`src/noc_tile_pkg.sv`:
```
package noc_tile_pkg;

  ////////////////////
  // widths
  ////////////////////

  // one flit on the outgoing channel
  localparam int unsigned NocDataWidth  = 64;
  localparam int unsigned NocFbitsWidth = 4;
  localparam int unsigned NocLenWidth   = 8;
  localparam int unsigned NocMsgWidth   = 8;
  // header bits above the destination, always zero
  localparam int unsigned NocRsvdWidth  = 10;
  // only the low x nibble names the sender
  localparam int unsigned NocSrcXWidth  = 4;

  // tile coordinates
  localparam int unsigned ChipIdWidth = 14;
  localparam int unsigned XPosWidth   = 8;
  localparam int unsigned YPosWidth   = 8;

  // memory request payload
  localparam int unsigned MemAddrWidth = 64;
  localparam int unsigned MemDataWidth = 64;

  ////////////////////
  // types
  ////////////////////

  typedef logic [NocDataWidth-1:0]  noc_flit_t;
  typedef logic [NocFbitsWidth-1:0] noc_fbits_t;

  // message types carried in the header
  typedef enum logic [NocMsgWidth-1:0] {
    MSG_LOAD  = 8'd19,
    MSG_STORE = 8'd20,
    MSG_INTR  = 8'd32
  } noc_msg_e;

  typedef struct packed {
    logic [ChipIdWidth-1:0] chipid;
    logic [XPosWidth-1:0]   x;
    logic [YPosWidth-1:0]   y;
  } tile_id_t;

  // header flit, msb first
  typedef struct packed {
    logic [NocRsvdWidth-1:0] rsvd;
    tile_id_t                dest;
    noc_fbits_t              dest_fbits;
    // flits after the header
    logic [NocLenWidth-1:0]  len;
    noc_msg_e                msg;
    logic [NocSrcXWidth-1:0] src_x;
  } noc_hdr_t;

  typedef struct packed {
    logic                    write;
    logic [MemAddrWidth-1:0] addr;
    logic [MemDataWidth-1:0] data;
  } mem_req_t;

  typedef struct packed {
    logic [1:0] irq;
    logic       ipi;
    logic       time_irq;
    logic       debug_req;
  } irq_lines_t;

  // producer to mux link, ready runs beside it
  typedef struct packed {
    logic      valid;
    logic      last;
    noc_flit_t flit;
  } flit_stream_t;

  // build a header flit, shared by both producers
  function automatic noc_flit_t noc_make_hdr(
    input tile_id_t               dest,
    input noc_fbits_t             fbits,
    input logic [NocLenWidth-1:0] len,
    input noc_msg_e               msg,
    input tile_id_t               src
  );
    noc_hdr_t hdr;
    hdr            = '0;
    hdr.dest       = dest;
    hdr.dest_fbits = fbits;
    hdr.len        = len;
    hdr.msg        = msg;
    hdr.src_x      = src.x[NocSrcXWidth-1:0];
    return noc_flit_t'(hdr);
  endfunction

endpackage

```
`src/irq_notifier.sv`:
```
`timescale 1ns/1ps

module irq_notifier #(
  parameter noc_tile_pkg::tile_id_t   DestTile  = '0,
  parameter noc_tile_pkg::noc_fbits_t DestFbits = '0
) (
  input  logic                       clk_i,
  input  logic                       tile_rst_l_i,
  input  noc_tile_pkg::tile_id_t     tile_id_i,
  input  noc_tile_pkg::irq_lines_t   irq_lines_i,
  output noc_tile_pkg::flit_stream_t irq_o,
  input  logic                       irq_ready_i
);

  import noc_tile_pkg::*;

  typedef enum logic [1:0] {
    ST_IDLE,
    ST_HDR,
    ST_PAYLOAD
  } state_e;

  state_e     state_q;
  state_e     state_d;
  irq_lines_t sync1_q;
  irq_lines_t sync2_q;
  irq_lines_t reported_q;
  irq_lines_t reported_d;
  logic       pending;
  logic       capture;

  ////////////////////
  // line sync
  ////////////////////

  // async levels, two flops each
  always_ff @(posedge clk_i or negedge tile_rst_l_i) begin
    if (!tile_rst_l_i) begin
      sync1_q <= '0;
      sync2_q <= '0;
    end else begin
      sync1_q <= irq_lines_i;
      sync2_q <= sync1_q;
    end
  end

  ////////////////////
  // change detect
  ////////////////////

  assign pending = (state_q != ST_IDLE);
  // no queueing, a change seen mid-packet is picked up afterwards
  assign capture = !pending && (sync2_q != reported_q);

  always_comb begin
    state_d    = state_q;
    reported_d = reported_q;
    case (state_q)
      ST_IDLE: begin
        if (capture) begin
          reported_d = sync2_q;
          state_d    = ST_HDR;
        end
      end
      ST_HDR: begin
        if (irq_ready_i) begin
          state_d = ST_PAYLOAD;
        end
      end
      ST_PAYLOAD: begin
        // back to idle, compare again next cycle
        if (irq_ready_i) begin
          state_d = ST_IDLE;
        end
      end
      default: begin
        state_d = ST_IDLE;
      end
    endcase
  end

  always_ff @(posedge clk_i or negedge tile_rst_l_i) begin
    if (!tile_rst_l_i) begin
      state_q    <= ST_IDLE;
      reported_q <= '0;
    end else begin
      state_q    <= state_d;
      reported_q <= reported_d;
    end
  end

  ////////////////////
  // flit out
  ////////////////////

  // header then one payload flit with the value in the low bits
  always_comb begin
    irq_o       = '0;
    irq_o.valid = pending;
    irq_o.last  = (state_q == ST_PAYLOAD);
    if (state_q == ST_PAYLOAD) begin
      irq_o.flit = noc_flit_t'(reported_q);
    end else begin
      irq_o.flit = noc_make_hdr(DestTile, DestFbits, 8'd1, MSG_INTR, tile_id_i);
    end
  end

endmodule

```
`src/noc_tile_top.sv`:
```
`timescale 1ns/1ps

module noc_tile_top #(
  parameter int unsigned              WakeCntWidth = 16,
  parameter noc_tile_pkg::tile_id_t   DestTile     = '0,
  parameter noc_tile_pkg::noc_fbits_t DestFbits    = '0
) (
  input  logic                     clk_i,
  input  logic                     reset_l,
  input  noc_tile_pkg::tile_id_t   tile_id_i,
  input  logic                     req_valid_i,
  input  noc_tile_pkg::mem_req_t   req_i,
  output logic                     req_ready_o,
  input  noc_tile_pkg::irq_lines_t irq_lines_i,
  output logic                     noc_valid_o,
  output noc_tile_pkg::noc_flit_t  noc_data_o,
  input  logic                     noc_ready_i,
  output logic                     tile_rst_l_o
);

  import noc_tile_pkg::*;

  // producer streams into the mux
  flit_stream_t irq_stream;
  flit_stream_t pkt_stream;
  logic         irq_ready;
  logic         pkt_ready;

  ////////////////////
  // reset
  ////////////////////

  // exported reset also clears the rest of the tile
  tile_reset_ctrl #(
    .WakeCntWidth ( WakeCntWidth )
  ) u_reset_ctrl (
    .clk_i        ( clk_i        ),
    .reset_l      ( reset_l      ),
    .tile_rst_l_o ( tile_rst_l_o )
  );

  ////////////////////
  // producers
  ////////////////////

  irq_notifier #(
    .DestTile  ( DestTile  ),
    .DestFbits ( DestFbits )
  ) u_irq_notifier (
    .clk_i        ( clk_i        ),
    .tile_rst_l_i ( tile_rst_l_o ),
    .tile_id_i    ( tile_id_i    ),
    .irq_lines_i  ( irq_lines_i  ),
    .irq_o        ( irq_stream   ),
    .irq_ready_i  ( irq_ready    )
  );

  req_packetizer #(
    .DestTile  ( DestTile  ),
    .DestFbits ( DestFbits )
  ) u_req_packetizer (
    .clk_i        ( clk_i        ),
    .tile_rst_l_i ( tile_rst_l_o ),
    .tile_id_i    ( tile_id_i    ),
    .req_valid_i  ( req_valid_i  ),
    .req_i        ( req_i        ),
    .req_ready_o  ( req_ready_o  ),
    .pkt_o        ( pkt_stream   ),
    .pkt_ready_i  ( pkt_ready    )
  );

  ////////////////////
  // NoC output
  ////////////////////

  noc_tx_mux u_tx_mux (
    .clk_i        ( clk_i        ),
    .tile_rst_l_i ( tile_rst_l_o ),
    .irq_i        ( irq_stream   ),
    .pkt_i        ( pkt_stream   ),
    .irq_ready_o  ( irq_ready    ),
    .pkt_ready_o  ( pkt_ready    ),
    .noc_valid_o  ( noc_valid_o  ),
    .noc_data_o   ( noc_data_o   ),
    .noc_ready_i  ( noc_ready_i  )
  );

endmodule

```
`src/noc_tx_mux.sv`:
```
`timescale 1ns/1ps

module noc_tx_mux (
  input  logic                       clk_i,
  input  logic                       tile_rst_l_i,
  input  noc_tile_pkg::flit_stream_t irq_i,
  input  noc_tile_pkg::flit_stream_t pkt_i,
  output logic                       irq_ready_o,
  output logic                       pkt_ready_o,
  output logic                       noc_valid_o,
  output noc_tile_pkg::noc_flit_t    noc_data_o,
  input  logic                       noc_ready_i
);

  logic grant_irq_q;
  logic grant_irq_d;
  logic locked_q;
  logic locked_d;
  logic sel_irq;
  logic sel_last;
  logic fire;

  ////////////////////
  // select
  ////////////////////

  // interrupts first when free, else keep the owner
  assign sel_irq = locked_q ? grant_irq_q : irq_i.valid;

  // straight through, no register stage
  assign noc_valid_o = sel_irq ? irq_i.valid : pkt_i.valid;
  assign noc_data_o  = sel_irq ? irq_i.flit : pkt_i.flit;
  assign sel_last    = sel_irq ? irq_i.last : pkt_i.last;

  // ready only to the owner
  assign irq_ready_o = sel_irq & noc_ready_i;
  assign pkt_ready_o = !sel_irq & noc_ready_i;

  assign fire = noc_valid_o & noc_ready_i;

  ////////////////////
  // packet lock
  ////////////////////

  // hold once a flit is shown so a stalled flit stays put
  // release after the last flit goes
  always_comb begin
    grant_irq_d = grant_irq_q;
    locked_d    = locked_q;
    if (noc_valid_o) begin
      grant_irq_d = sel_irq;
      locked_d    = !(fire && sel_last);
    end
  end

  always_ff @(posedge clk_i or negedge tile_rst_l_i) begin
    if (!tile_rst_l_i) begin
      grant_irq_q <= 1'b0;
      locked_q    <= 1'b0;
    end else begin
      grant_irq_q <= grant_irq_d;
      locked_q    <= locked_d;
    end
  end

endmodule

```
`src/req_packetizer.sv`:
```
`timescale 1ns/1ps

module req_packetizer #(
  parameter noc_tile_pkg::tile_id_t   DestTile  = '0,
  parameter noc_tile_pkg::noc_fbits_t DestFbits = '0
) (
  input  logic                       clk_i,
  input  logic                       tile_rst_l_i,
  input  noc_tile_pkg::tile_id_t     tile_id_i,
  input  logic                       req_valid_i,
  input  noc_tile_pkg::mem_req_t     req_i,
  output logic                       req_ready_o,
  output noc_tile_pkg::flit_stream_t pkt_o,
  input  logic                       pkt_ready_i
);

  import noc_tile_pkg::*;

  typedef enum logic [1:0] {
    ST_IDLE,
    ST_HDR,
    ST_ADDR,
    ST_DATA
  } state_e;

  state_e                 state_q;
  state_e                 state_d;
  mem_req_t               req_q;
  logic                   ready_q;
  logic                   accept;
  logic                   flit_taken;
  noc_msg_e               msg;
  logic [NocLenWidth-1:0] len;
  noc_flit_t              hdr_flit;

  ////////////////////
  // request side
  ////////////////////

  // registered so it stays low through reset
  assign req_ready_o = ready_q;
  assign accept      = req_valid_i && ready_q;
  assign flit_taken  = pkt_o.valid && pkt_ready_i;

  // one request held at a time
  always_ff @(posedge clk_i) begin
    if (accept) begin
      req_q <= req_i;
    end
  end

  ////////////////////
  // packet FSM
  ////////////////////

  always_comb begin
    state_d = state_q;
    case (state_q)
      ST_IDLE: begin
        if (accept) begin
          state_d = ST_HDR;
        end
      end
      ST_HDR: begin
        if (flit_taken) begin
          state_d = ST_ADDR;
        end
      end
      ST_ADDR: begin
        // loads end on the address flit
        if (flit_taken) begin
          state_d = req_q.write ? ST_DATA : ST_IDLE;
        end
      end
      ST_DATA: begin
        if (flit_taken) begin
          state_d = ST_IDLE;
        end
      end
      default: begin
        state_d = ST_IDLE;
      end
    endcase
  end

  always_ff @(posedge clk_i or negedge tile_rst_l_i) begin
    if (!tile_rst_l_i) begin
      state_q <= ST_IDLE;
      ready_q <= 1'b0;
    end else begin
      state_q <= state_d;
      // free again once the last flit leaves
      ready_q <= (state_d == ST_IDLE);
    end
  end

  ////////////////////
  // flit out
  ////////////////////

  // store carries address and data, load only address
  assign msg      = req_q.write ? MSG_STORE : MSG_LOAD;
  assign len      = req_q.write ? 8'd2 : 8'd1;
  assign hdr_flit = noc_make_hdr(DestTile, DestFbits, len, msg, tile_id_i);

  always_comb begin
    pkt_o       = '0;
    pkt_o.valid = (state_q != ST_IDLE);
    case (state_q)
      ST_ADDR: begin
        pkt_o.flit = req_q.addr;
        pkt_o.last = !req_q.write;
      end
      ST_DATA: begin
        pkt_o.flit = req_q.data;
        pkt_o.last = 1'b1;
      end
      default: begin
        pkt_o.flit = hdr_flit;
      end
    endcase
  end

endmodule

```
`src/tile_reset_ctrl.sv`:
```
`timescale 1ns/1ps

module tile_reset_ctrl #(
  parameter int unsigned WakeCntWidth = 16
) (
  input  logic clk_i,
  input  logic reset_l,
  output logic tile_rst_l_o
);

  logic [WakeCntWidth-1:0] wake_cnt_q;
  logic [WakeCntWidth-1:0] wake_cnt_d;
  logic                    wake_done;
  logic                    rst_gated;
  logic [1:0]              rst_sync_q;

  ////////////////////
  // wake-up count
  ////////////////////

  // give the memories time to come up before the tile runs
  assign wake_done = wake_cnt_q[WakeCntWidth-1];
  // saturate once the top bit is set
  assign wake_cnt_d = wake_done ? wake_cnt_q : wake_cnt_q + 1'b1;

  always_ff @(posedge clk_i or negedge reset_l) begin
    if (!reset_l) begin
      wake_cnt_q <= '0;
    end else begin
      wake_cnt_q <= wake_cnt_d;
    end
  end

  // external reset still wins while counting
  assign rst_gated = wake_done & reset_l;

  ////////////////////
  // reset sync
  ////////////////////

  // asserts at once, releases two edges later
  always_ff @(posedge clk_i or negedge reset_l) begin
    if (!reset_l) begin
      rst_sync_q <= '0;
    end else begin
      rst_sync_q <= {rst_sync_q[0], rst_gated};
    end
  end

  assign tile_rst_l_o = rst_sync_q[1];

endmodule
```
`config.mk`:
```
export PLATFORM = sky130hd
export DESIGN_NAME = noc_tile_top
export DESIGN_NICKNAME = d
export VERILOG_FILES = /design/src/noc_tile_pkg.sv /design/src/irq_notifier.sv /design/src/noc_tile_top.sv /design/src/noc_tx_mux.sv /design/src/req_packetizer.sv /design/src/tile_reset_ctrl.sv
export SDC_FILE = /design/constraint.sdc
export NUM_CORES = 1
export LEC_CHECK = 0
export BUFFER_PORTS_ARGS = -buffer_cell sky130_fd_sc_hd__buf_4
export CAP_MARGIN = 10
export CORE_ASPECT_RATIO = 1.4
export CORE_MARGIN = 2
export CORE_UTILIZATION = 54
export CTS_CLUSTER_DIAMETER = 200
export DETAILED_ROUTE_END_ITERATION = 8
export PLACE_DENSITY_LB_ADDON = 0.12
export SKIP_CTS_REPAIR_TIMING = 1
export SLEW_MARGIN = 10
export SYNTH_ARGS = -nofsm -noshare
export SYNTH_HDL_FRONTEND = slang
export SYNTH_SLANG_ARGS = --single-unit
```
`constraint.sdc`:
```
create_clock -name clk_i -period 2.6 [get_ports clk_i]
set_input_delay 0.39 -clock clk_i [delete_from_list [all_inputs] [get_ports clk_i]]
set_output_delay 0.39 -clock clk_i [all_outputs]
set_load 0.01 [all_outputs]
```
# Yosys cells after proc, flatten, opt, wreduce, memory -nomap -nowiden
# Cells that the tools add are included.
dict set report totals {
  regBits 169
  wordCells 72
  out_inout_bits 67
}
dict set report classes {
  bitwise 4
  n_eq_ne 9
  n_reduce_logical 15
  addsub 1
  n_mux 20
}
# op n
set ops {}
lappend ops {{64-bit one-hot mux with 2 select lines} 1}
lappend ops {{64-bit 2-to-1 mux} 1}
lappend ops {{2-bit 2-to-1 mux} 9}
lappend ops {{16-bit by 1-bit adder with 16-bit output (second input constant)} 1}
lappend ops {{16-bit 2-to-1 mux} 1}
lappend ops {{13-bit 2-to-1 mux} 1}
lappend ops {{2-bit one-hot mux with 4 select lines} 1}
lappend ops {{2-bit == test (second input constant)} 3}
lappend ops {{2-bit zero test} 3}
lappend ops {{2-bit one-hot mux with 3 select lines} 1}
lappend ops {{5-bit inequality test} 1}
lappend ops {{1-bit bitwise AND} 4}
lappend ops {{2-bit by 1-bit == test with 1-bit output (second input constant)} 2}
lappend ops {{1-bit logical AND} 4}
lappend ops {{1-bit zero test} 4}
lappend ops {{2-bit inequality test (second input constant)} 2}
lappend ops {{2-bit nonzero test} 2}
lappend ops {{1-bit 2-to-1 mux} 3}
lappend ops {{3-bit 2-to-1 mux} 1}
lappend ops {{3-bit AND reduction} 1}
lappend ops {{2-bit by 1-bit inequality test with 1-bit output (second input constant)} 1}
lappend ops {{1-bit one-hot mux with 2 select lines} 1}
lappend ops {{2-bit AND reduction} 1}

# Logic depth before layout (Yosys ltp)
# Gate-level depths: netlist (run 1).
dict set report depth {
  ltp_word 8
  depth_mapped 8
}

# Cells and area by module
# From an unflattened synthesis (run 1), not the netlist that was laid out.
dict set report unflattened {
  hier_cells 546
  hier_area_um2 7996.4
}
# module cells_each area_per_inst_um2 n_inst seq_area_each_um2
set modules_own_cells {}
lappend modules_own_cells {req_packetizer 295 5177.5 1 3948.8}
lappend modules_own_cells {irq_notifier 102 1101.1 1 425.4}
lappend modules_own_cells {noc_tx_mux 86 900.9 1 50.0}
lappend modules_own_cells {tile_reset_ctrl 63 817.0 1 450.4}

# Worst setup path after synthesis (run 1)
# OpenSTA, ideal clock, no wires.
dict set report synth_path {
  path_type {reg2reg}
  start {register u_req_packetizer.ready_q, in the netlist u_req_packetizer.req_ready_o}
  end {register u_req_packetizer.state_q[0]}
  path_slack_ns -1.374
  t_arrival_ns 3.880
  setup_ns 0.094
  path_buffers 0
  period_less_slack_ns 3.974
  path_stages_with_launch 4
  required_time_ns 2.506
  path_cell_list {dfrtp_1 and2_1 a21oi_1 a32oi_1}
}
dict set report synth_between {
  elab_chain_cells 3
}
# item line
set synth_lines {}
lappend synth_lines {{start, declared} req_packetizer.sv:29} ;# logic ready_q;
lappend synth_lines {{start signal, assigned} req_packetizer.sv:93} ;# ready_q <= (state_d == ST_IDLE);
lappend synth_lines {{1-bit logical AND} req_packetizer.sv:42} ;# assign accept = req_valid_i && ready_q;
lappend synth_lines {{via u_req_packetizer.accept} req_packetizer.sv:30} ;# logic accept;
lappend synth_lines {{2-bit 2-to-1 mux} req_packetizer.sv:60} ;# if (accept) begin
lappend synth_lines {{2-bit one-hot mux with 4 select lines} req_packetizer.sv:58} ;# case (state_q)
lappend synth_lines {{via u_req_packetizer.state_d[0]} req_packetizer.sv:27} ;# state_e state_d;
lappend synth_lines {{end signal, assigned} req_packetizer.sv:91} ;# state_q <= state_d;
lappend synth_lines {{end, declared} req_packetizer.sv:26} ;# state_e state_q;
# The timed path passes the listed nets, and every way through them passes these cells.
# A chain may end at the register's enable or synchronous reset.

# Worst setup path in the final report (run 1)
dict set report layout_path {
  start {register u_tx_mux.locked_q}
  end {output noc_data_o[0]}
}
dict set report layout_between {
  elab_chain_cells 2
}
# item line
set layout_lines {}
lappend layout_lines {{start, declared} noc_tx_mux.sv:17} ;# logic locked_q;
lappend layout_lines {{start signal, assigned} noc_tx_mux.sv:62} ;# locked_q <= locked_d;
lappend layout_lines {{1-bit 2-to-1 mux} noc_tx_mux.sv:28} ;# assign sel_irq = locked_q ? grant_irq_q : irq_i.valid;
lappend layout_lines {{64-bit 2-to-1 mux} noc_tx_mux.sv:32} ;# assign noc_data_o = sel_irq ? irq_i.flit : pkt_i.flit;
lappend layout_lines {{end, declared} noc_tile_top.sv:16} ;# output noc_tile_pkg::noc_flit_t noc_data_o,
# No other way between the ends.

==> results of run 1 <==
==> kinds of logic after synthesis <==
group / Yosys count / share of synthesized area, %
AOI/OAI and AO/OA: 28 / 2.87
muxes: 71 / 10.5
adders and majority gates: 1 / 0.183
xor gates and xnor gates: 18 / 2.30
and+or+nand+nor: 109 / 10.4
buffers and inverters: 24 / 2.56
DFF: 169 / 71.2
==> cell usage in the layout, fill, tap and decap left out, drive strengths merged, types with 2 or more instances in the layout <==
| cell | n |
|---|---|
| clkbuf | 21 |
| mux2 | 8 |
| xor2 | 2 |
| a21oi | 5 |
| o21bai | 2 |
| xnor2 | 16 |
| a211oi | 2 |
| inv | 8 |
| bufinv | 4 |
| o221ai | 4 |
| dfrtp | 40 |
| clkinv | 5 |
| a22oi | 2 |
| buf | 219 |
| and3 | 2 |
| mux2i | 63 |
| nand2b | 4 |
| o21ai | 7 |
| nand3 | 6 |
| nor3 | 3 |
| nand4 | 5 |
| nand2 | 21 |
| and2 | 3 |
| nor2 | 62 |
| edfxtp | 129 |
==> cell type report <==
type / instances / share of cell area, %
Clock buffer: 21 / 4.88
Sequential cell: 169 / 52.8
Clock inverter: 11 / 1.83
Timing Repair Buffer: 220 / 18.6
Multi-Input combinational cell: 227 / 19.6
Inverter: 6 / 0.244
Tap cell: 150 / 2.03
==> metal layers <==
| metal | GRT usage, % | part of all wire (%) |
|---|---|---|
| met1 | 23.9 | 38 |
| met2 | 34.6 | 53 |
| met3 | 5.94 | 7.1 |
| met4 | 8.30 | 1.9 |
| met5 | 0 | 0 |
==> state kept, by name, indices dropped and copies added (netlist names), 2 cells and up <==
register and cells:
u_reset_ctrl.rst_sync_q 2, u_req_packetizer.req_q 129, u_irq_notifier.state_q 2, u_irq_notifier.sync1_q 5, u_irq_notifier.reported_q 5, u_reset_ctrl.wake_cnt_q 16
u_req_packetizer.state_q 2, u_irq_notifier.sync2_q 5
==> power groups by stage <==
stage               sequential [uW]  clock (uW)  combinational [uW]
global route                   3750        2790                3230
floorplan                      3620           0                2040
CTS                            3750        2680                2930
global placement               3770           0                2850
finish                         3710        2620                2990
detailed placement             3800           0                2910
==> through the flow <==
step | setup TNS [ps] | instances
after floorplan | 0 | 420
after global placement | 0 | 770
after detailed placement | 0 | 770
after CTS | -181 | 802
after global routing | 0 | 804
final | 0 | 804
==> path summary, 6_finish.rpt <==
| check | startpoint | to | slack [ps] | cells after the start |
|---|---|---|---|---|
| worst max-delay path | u_tx_mux.locked_q | noc_data_o[0] | 90 | 5 |
| worst min-delay path | irq_lines_i[0] | u_irq_notifier.sync1_q[0] | 80 | 1 |
| worst max register to register | u_req_packetizer.state_q[0] | u_req_packetizer.state_q[1] | 990 | 5 |
| worst min register to register | u_reset_ctrl.rst_sync_q[1] | u_irq_notifier.sync1_q[0] | 260 | 1 |
| max in group asynchronous | reset_l | u_reset_ctrl.rst_sync_q[0] | 2010 | 2 |
| min in group asynchronous | u_reset_ctrl.rst_sync_q[1] | u_irq_notifier.sync1_q[0] | 260 | 1 |
==> results by group, run 1 <==
Clock tree
  • Clock root buffer: clkbuf_16
  • CTS sink count: 169
  • Num CTS Buffers: 17
  • Clock Path Buffers: 2
  • Worst-skew pair later-pin latency: 410 ps
  • Worst-path clk slew: roughly 60 ps
  • CTS H-tree lvls: 4
  • CTS tree: yes

Drt
  • Via count: 4,155
  • Wirelength per Cell: 17.3 um
  • Initial DRC Count: roughly 230
  • Via-to-Cell Ratio: just over 5
  • Final wirelength: 13,900 um
  • Detailed Routing Iterations Pass 1: 5
  • Antenna viol nets, final: 0
  • DR DRC count: 0

Timing
  • Hold WS: approximately 84 ps
  • Clock skew: 7.82 ps
  • RSZ-0062 raised after global routing: no
  • Fmax: 398 MHz
  • Period minus WS final: 2510 ps
  • Least-Margin Pin Slew: 550 ps
  • Setup Viol. Count Final: 0
  • Slew HR: roughly 63%
  • Max-slew violations: 0
  • Final WS setup: 87.1 ps
  • Period utilization: 96.6%
  • Final hold vios: 0

Global routing
  • Total GRT Usage: 20.2%
  • Pin count of the biggest net entering global routing: 55
  • Initial antenna violation count: 0
  • First-pass GRT wire length: 20,900 um
  • Vias in the first global route: 4,257
  • Gr ovfl total: 0

Status
  • Status: completed

Logic synthesis
  • Ys Warns: 0
  • Syn avg cell area: 16.3 sq um
  • Post-synth EDFFs: around 130
  • Area leader, netlist: edfxtp_1
  • Top cells by count, synth: edfxtp_1, mux2i_1, dfrtp_1
  • Post-synthesis sequential area ratio: 71.2%
  • Mapped Area: 6850 sq um
  • Post-Syn Instances: 420
  • Most frequent cell after synthesis: edfxtp_1
  • Synth cell types: 39
  • Synth top area cells: edfxtp_1, dfrtp_1, mux2i_1
  • Synthesis-stage register bit count: 169
  • Yosys top cell area share: 56.5%
  • Synth async-reset ratio: 23.7%
  • Syn_nets: 589
  • Top FF cell, synth: edfxtp_1

Final layout
  • Synth-to-layout area growth: 34.8%
  • Final nets: 810
  • Register area: 4880 sq um
  • # fillers: around 800
  • Multi-input logic area: about 1800 sq um
  • Final Cell Area: 9240 sq um
  • Final core utilization: 74.6%
  • Ant. Diodes: 0
  • Layout cells sized above 1: 44.6%

Placement
  • Placed Area: 8580 sq um
  • Buffers on Ports: 208
  • Routability congestion estimate: 0.770
  • Pre-CTS setup slack: 421 ps
  • Detail Placement HPWL: just under 10,000 um

Power and ir drop
  • Worst-case vdd ir drop: 686 uV
  • Sw Ratio: between 30% and 40%
  • Lkg Pwr: 0.00386 uW
  • Pwr dens: slightly above 1000 nW/um^2
  • Sw power: ~2900 uW
  • Overall power: 9330 uW
  • Pint: approximately 6500 uW
  • Seq pwr share: 39.8%
  • Clock power share: 28.1%
  • Comb pwr share: 32.1%

Die
  • Ports: 235
  • Die extent in y: approximately 140 um
  • Full die area: 13,600 sq um
  • Row count: 48
  • Die width: 99.2 um
  • Total core area: 12,400 sq um
  • Initial core utilization: 55.4%

Job
  • Max-cap violation count: 0

Critical path
  • CP endpoint kind: output pin
  • Worst-path fanout max: 9
  • CP Data Required Time: around 2200 ps
  • Startpoint Class: register
  • Data arrival, critical path: 2120 ps
  • Crit-path slowest cell: dfrtp_1
  • Worst path top cell family by delay: simple AND/OR/NAND/NOR gates
  • Buffers plus inverters on the worst setup path: 1
  • CP Cell Sequence: nor2b_4 > nor3_2 > nand2b_1 > o221ai_1 > buf_4
  • CP peak stage delay: 470 ps
  • Critical path type: reg -> out

Worst hold path
  • Worst min-delay path category: in -> reg
Note: power is estimated with default switching activity, not from simulation.
==> run 2: changes to the inputs <==
--- a/config.mk
+++ b/config.mk
@@ -7,7 +7,7 @@
 export LEC_CHECK = 0
 export BUFFER_PORTS_ARGS = -buffer_cell sky130_fd_sc_hd__buf_4
 export CAP_MARGIN = 10
-export CORE_ASPECT_RATIO = 1.4
+export CORE_ASPECT_RATIO = 0.5
 export CORE_MARGIN = 2
 export CORE_UTILIZATION = 54
 export CTS_CLUSTER_DIAMETER = 200
==> run 2 against run 1 <==
Effect of this change: die area grew 0.31%; maximum frequency rose by 4.4%; register-to-register slack better by 80 ps; first-iteration DRC count fell by 4.4%; routed wire length fell by 3.3%; clock power is 13% lower; critical path type unchanged; largest cell class unchanged; largest power group unchanged.
==> results by group, run 2 (synthesis gave the netlist of run 1 again) <==
Die
  • Initial core utilization: 54.7% (was 55.4%)
  • Full die area: 13,700 sq um (was 13,600 sq um)
  • Die width: 163 um (was 99.2 um)
  • Die extent in y: 83.6 um (was 137 um)
  • Total core area: 12,500 sq um (was 12,400 sq um)
  • Ports: 235 (unchanged)
  • Row count: 29 (was 48)

Timing
  • Clock skew: 9.41 ps (was 7.82 ps)
  • Slew HR: 62.8% (was 63.4%)
  • Least-Margin Pin Slew: 558 ps (was 550 ps)
  • Max-slew violations: 0 (unchanged)
  • RSZ-0062 raised after global routing: no (unchanged)
  • Final hold vios: 0 (unchanged)
  • Period minus WS final: 2410 ps (was 2510 ps)
  • Fmax: 415 MHz (was 398 MHz)
  • Total Neg Setup Slack: 0 ps (unchanged)
  • Period utilization: 92.6% (was 96.6%)
  • Setup Viol. Count Final: 0 (unchanged)

Final layout
  • Synth-to-layout area growth: 33.5% (was 34.8%)
  • Max FFs per register: 129 (unchanged)
  • Largest regs: u_req_packetizer.req_q (129), u_reset_ctrl.wake_cnt_q (16) (unchanged)
  • Most flops, register: u_req_packetizer.req_q (unchanged)
  • Commonest non-fill, non-tap cell in the layout: buf_4 (unchanged)
  • Layout cells sized above 1: 44.7% (was 44.6%)
  • # fillers: 883 (was 797)
  • Most frequent cells in the layout: buf_4, edfxtp_1, mux2i_1 (unchanged)
  • Fin cells: 821 (was 804)
  • Final nets: 807 (was 810)
  • Ant. Diodes: 0 (unchanged)

Critical path
  • CP Cell Sequence: buf_4 > mux2i_1 > nor2_4 > buf_4 (was nor2b_4 > nor3_2 > nand2b_1 > o221ai_1 > buf_4)
  • Critical path type: reg -> out (unchanged)
  • R2R Path End: u_reset_ctrl.wake_cnt_q[13] (was u_req_packetizer.state_q[1])
  • CP peak stage delay: 640 ps (was 470 ps)
  • CP Data Required Time: 2210 ps (about the same)
  • CP endpoint kind: output pin (unchanged)
  • Crit-path slowest cell: dfrtp_4 (was dfrtp_1)
  • Buffers plus inverters on the worst setup path: 2 (was 1)
  • Worst path top cell family by delay: flip-flops (was simple AND/OR/NAND/NOR gates)
  • Crit path from: u_req_packetizer.state_q[0] (was u_tx_mux.locked_q)
  • Startpoint Class: register (unchanged)
  • Worst path most repeated cell: buf_4
  • Worst-path fanout max: 21 (was 9)
  • R2r worst-path depth: 4 (was 5)
  • FF-to-FF setup slack: 1070 ps (was 990 ps)
  • Data arrival, critical path: 2020 ps (was 2120 ps)
  • Cell count along the critical path: 4 (was 5)
  • Worst r2r src: u_reset_ctrl.wake_cnt_q[2] (was u_req_packetizer.state_q[0])

Job
  • Max-cap violation count: 0 (unchanged)

Power and ir drop
  • Sw power: 2870 uW (was 2850 uW)
  • Pwr dens: 975 nW/um^2 (was 1010 nW/um^2)
  • Sw Ratio: 32.1% (was 30.6%)
  • Worst-case vdd ir drop: 539 uV (was 686 uV)
  • Clock power share: 25.6% (was 28.1%)
  • Lkg Pwr: 0.00382 uW (was 0.00386 uW)
  • Pint: 6060 uW (was 6470 uW)
  • Comb pwr share: 33.0% (was 32.1%)
  • Seq pwr share: 41.4% (was 39.8%)

Worst hold path
  • Worst hold endpoint: u_irq_notifier.sync1_q[4] (was u_irq_notifier.sync1_q[0])
  • Worst hold stages: 1 (unchanged)
  • Worst hold start: irq_lines_i[4] (was irq_lines_i[0])
  • Worst min-delay path category: in -> reg (unchanged)

Clock tree
  • Worst-path clk slew: 70 ps (was 60 ps)
  • Worst-skew pair later-pin latency: 420 ps (was 410 ps)
  • Num CTS Buffers: 17 (unchanged)
  • CTS sink count: 169 (unchanged)
  • CTS H-tree lvls: 4 (unchanged)
  • Clock Path Buffers: 2 (unchanged)
  • Clock root buffer: clkbuf_16 (unchanged)
  • CTS tree: yes (unchanged)

Drt
  • Detailed Routing Iterations Pass 1: 4 (was 5)
  • Via count: 4,159 (was 4,155)
  • Initial DRC Count: 219 (was 229)
  • Final wirelength: 13,500 um (was 13,900 um)
  • Via-to-Cell Ratio: 5.07 (was 5.17)
  • Wirelength per Cell: 16.4 um (was 17.3 um)
  • DR DRC count: 0 (unchanged)
  • Antenna viol nets, final: 0 (unchanged)

Status
  • Status: completed (unchanged)

Global routing
  • Met1 GRT Util: 23.7% (was 23.9%)
  • Initial antenna violation count: 0 (unchanged)
  • Pin count of the biggest net entering global routing: 85 (was 55)
  • Total GRT Usage: 20.2% (about the same)
  • Met3 global-route usage: 6.11% (was 5.94%)
  • First-pass GRT wire length: 20,800 um (was 20,900 um)
  • Most used routing layer: met2 (unchanged)
  • Vias in the first global route: 4,304 (was 4,257)
  • Met2 Usage GRT: 35.4% (was 34.6%)
  • Gr ovfl total: 0 (unchanged)

Placement
  • Buffers on Ports: 208 (unchanged)
  • Post-Place Cells: 788 (was 770)
  • Routability congestion estimate: 0.752 (was 0.770)
  • Detail Placement HPWL: 9260 um (was 9830 um)
run 2: how the worst max path moves through the flow:
stage	end	slack [ps]
finish	noc_data_o[37]	190
global route	noc_data_o[24]	60
CTS	noc_data_o[59]	50
detailed placement	noc_data_o[28]	500
global placement	noc_data_o[44]	540
floorplan	u_req_packetizer.state_q[0]	100
run 2: metal layers:
metal / part of all wire [%] / vias up / wire [um]
met5: 0 / - / 0
met1: 40 / 2013 / 5330
met4: 2.2 / 0 / 294
met3: 7.1 / 24 / 955
li1: - / 1985 / -
met2: 51 / 137 / 6900
run 2: final cells by class:
cell class              count  area (sq um)  area share [%]
repair buffers            217          1690            18.5
clock buffers              20           438            4.79
multi-input cells         227          1810            19.8
clock inverters            12          88.8           0.971
flip-flops and latches    169          4880            53.3
well taps                 170           213            2.33
inverters                   6          22.5           0.246
run 2: power groups by stage:
stage / sequential (uW) / clock, uW / combinational, uW
3_3_place_gp: 3730 / 0 / 2910
6_report: 3690 / 2280 / 2940
2_1_floorplan: 3620 / 0 / 2040
4_1_cts: 3700 / 2330 / 2970
5_1_grt: 3750 / 2440 / 3160
3_5_place_dp: 3750 / 0 / 2960
run 2: metrics by stage:
step / area (sq um) / power, uW / utilization, % / setup slack, ps / hold slack (ps)
3_3_place_gp: 8600 / 6630 / 68.7 / 540 / 216
3_5_place_dp: 8600 / 6710 / 68.7 / 502 / 225
5_1_grt: 9150 / 9350 / 73.1 / 55.9 / 53.6
4_1_cts: 9130 / 8990 / 72.9 / 47.7 / -178
2_1_floorplan: 6850 / 5660 / - / 102 / 94.4
6_report: 9150 / 8920 / 73.1 / 192 / 79.4
==> run 3: changes to the inputs <==
--- a/config.mk
+++ b/config.mk
@@ -12,6 +12,7 @@
 export CORE_UTILIZATION = 54
 export CTS_CLUSTER_DIAMETER = 200
 export DETAILED_ROUTE_END_ITERATION = 8
+export MAX_ROUTING_LAYER = met4
 export PLACE_DENSITY_LB_ADDON = 0.12
 export SKIP_CTS_REPAIR_TIMING = 1
 export SLEW_MARGIN = 10
==> run 3 against run 2 <==
Effect of this change: hold slack worse by 4.0 ps; combinational power hardly changed; routed wire length about the same; final cell count stayed put; clock-buffer cell count did not move; non-clock buffer count did not move; sequential power about the same; maximum frequency down 0.25%; critical path depth rose by 2; largest cell class unchanged; largest power group unchanged.
==> results by group, run 3 (synthesis gave the netlist of run 1 again) <==
Power and ir drop
  • Clock power share: 25.6% (about the same)
  • Worst-case vdd ir drop: 539 uV (about the same)
  • Seq pwr share: 41.4% (about the same)
  • Pint: 6050 uW (was 6060 uW)
  • Pwr dens: 975 nW/um^2 (about the same)
  • Overall power: 8920 uW (about the same)
  • Sw power: 2870 uW (about the same)
  • Comb pwr share: 33.0% (about the same)
  • Sw Ratio: 32.1% (about the same)
  • Lkg Pwr: 0.00382 uW (unchanged)

Timing
  • Slew HR: 61.9% (was 62.8%)
  • Final hold vios: 0 (unchanged)
  • Total Neg Setup Slack: 0 ps (unchanged)
  • Setup Viol. Count Final: 0 (unchanged)
  • Max-slew violations: 0 (unchanged)
  • Period utilization: 92.8% (was 92.6%)
  • Least-Margin Pin Slew: 571 ps (was 558 ps)
  • Hold WS: 75.5 ps (was 79.4 ps)
  • RSZ-0062 raised after global routing: no (unchanged)
  • Fmax: 414 MHz (was 415 MHz)
  • Period minus WS final: 2410 ps (about the same)
  • Clock skew: 10.7 ps (was 9.41 ps)

Die
  • Die width: 163 um (unchanged)
  • Die extent in y: 83.6 um (unchanged)
  • Row count: 29 (unchanged)
  • Initial core utilization: 54.7% (unchanged)
  • Ports: 235 (unchanged)
  • Full die area: 13,700 sq um (unchanged)
  • Total core area: 12,500 sq um (unchanged)

Clock tree
  • CTS H-tree lvls: 4 (unchanged)
  • Worst-skew pair later-pin latency: 420 ps (about the same)
  • Num CTS Buffers: 17 (unchanged)
  • Clock Path Buffers: 2 (unchanged)
  • Worst-path clk slew: 70 ps (about the same)
  • CTS sink count: 169 (unchanged)
  • Clock root buffer: clkbuf_16 (unchanged)
  • CTS tree: yes (unchanged)

Final layout
  • Ant. Diodes: 0 (unchanged)
  • Synth-to-layout area growth: 33.5% (unchanged)
  • Most frequent cells in the layout: buf_4, edfxtp_1, mux2i_1 (unchanged)
  • Commonest non-fill, non-tap cell in the layout: buf_4 (unchanged)
  • Largest regs: u_req_packetizer.req_q (129), u_reset_ctrl.wake_cnt_q (16) (unchanged)
  • Most flops, register: u_req_packetizer.req_q (unchanged)
  • Final core utilization: 73.1% (unchanged)
  • Max FFs per register: 129 (unchanged)
  • Final nets: 807 (unchanged)
  • # fillers: 883 (unchanged)
  • Final Cell Area: 9150 sq um (unchanged)
  • Layout cells sized above 1: 44.7% (unchanged)

Drt
  • Initial DRC Count: 226 (was 219)
  • Via count: 4,185 (was 4,159)
  • Antenna viol nets, final: 0 (unchanged)
  • Wirelength per Cell: 16.4 um (about the same)
  • DR DRC count: 0 (unchanged)
  • Via-to-Cell Ratio: 5.10 (was 5.07)
  • Detailed Routing Iterations Pass 1: 4 (unchanged)
  • Final wirelength: 13,500 um (about the same)

Status
  • Status: completed (unchanged)

Critical path
  • Critical path type: reg -> out (unchanged)
  • Startpoint Class: register (unchanged)
  • R2r worst-path depth: 4 (unchanged)
  • Worst r2r src: u_reset_ctrl.wake_cnt_q[2] (unchanged)
  • CP Data Required Time: 2210 ps (about the same)
  • Worst path top cell family by delay: simple AND/OR/NAND/NOR gates (was flip-flops)
  • Data arrival, critical path: 2020 ps (about the same)
  • Buffers plus inverters on the worst setup path: 2 (unchanged)
  • CP Cell Sequence: nor2b_4 > or2_4 > nand2_4 > buf_12 > nor2_4 > buf_4 (was buf_4 > mux2i_1 > nor2_4 > buf_4)
  • Crit path from: u_tx_mux.locked_q (was u_req_packetizer.state_q[0])
  • CP endpoint kind: output pin (unchanged)
  • CP peak stage delay: 450 ps (was 640 ps)
  • Crit-path slowest cell: dfrtp_1 (was dfrtp_4)
  • R2R Path End: u_reset_ctrl.wake_cnt_q[13] (unchanged)
  • Worst-path fanout max: 21 (unchanged)
  • FF-to-FF setup slack: 1060 ps (was 1070 ps)

Job
  • Max-cap violation count: 0 (unchanged)

Placement
  • Buffers on Ports: 208 (unchanged)
  • Detail Placement HPWL: 9260 um (unchanged)
  • Placed Area: 8600 sq um (unchanged)
  • Routability congestion estimate: 0.762 (was 0.752)

Worst hold path
  • Worst hold start: irq_lines_i[4] (unchanged)
  • Worst hold endpoint: u_irq_notifier.sync1_q[4] (unchanged)
  • Worst hold stages: 1 (unchanged)
  • Worst min-delay path category: in -> reg (unchanged)

Global routing
  • Vias in the first global route: 4,309 (was 4,304)
  • Total GRT Usage: 20.8% (was 20.2%)
  • Gr ovfl total: 0 (unchanged)
  • Pin count of the biggest net entering global routing: 85 (unchanged)
  • Initial antenna violation count: 0 (unchanged)
  • First-pass GRT wire length: 20,900 um (was 20,800 um)
## run 3: worst max-delay path by stage
stage / to / slack (ps) / cells after the start
5_1_grt: noc_data_o[24] / 60 / 6
4_1_cts: noc_data_o[59] / 50 / 6
3_3_place_gp: noc_data_o[44] / 540 / 6
6_report: noc_data_o[48] / 190 / 6
3_5_place_dp: noc_data_o[28] / 500 / 6
2_1_floorplan: u_req_packetizer.state_q[0] / 100 / 3
## run 3: layout make-up
cell class / instances / area (sq um) / area share (%)
Timing Repair Buffer: 217 / 1690 / 18.5
Inverter: 6 / 22.5 / 0.246
Clock inverter: 12 / 88.8 / 0.971
Tap cell: 170 / 213 / 2.33
Clock buffer: 20 / 438 / 4.79
Sequential cell: 169 / 4880 / 53.3
Multi-Input combinational cell: 227 / 1810 / 19.8
## run 3: power by group through the flow
stage | logic (uW) | registers (uW) | clock network, uW
2_1_floorplan | 2040 | 3620 | 0
3_3_place_gp | 2910 | 3730 | 0
3_5_place_dp | 2960 | 3750 | 0
4_1_cts | 2970 | 3700 | 2330
5_1_grt | 3160 | 3750 | 2440
6_report | 2940 | 3700 | 2280
## run 3: metrics by stage
step / setup slack, ps / instances
after floorplan: 102 / 420
after global placement: 540 / 788
after detailed placement: 502 / 788
after CTS: 47.7 / 820
after global routing: 58.7 / 821
final: 186 / 821
## run 3: layer usage
layer	global-route usage, %	part of all wire, %
met4	8.05	2.5
met2	35.4	51
met5	-	0
met3	5.37	6.9
met1	23.8	39
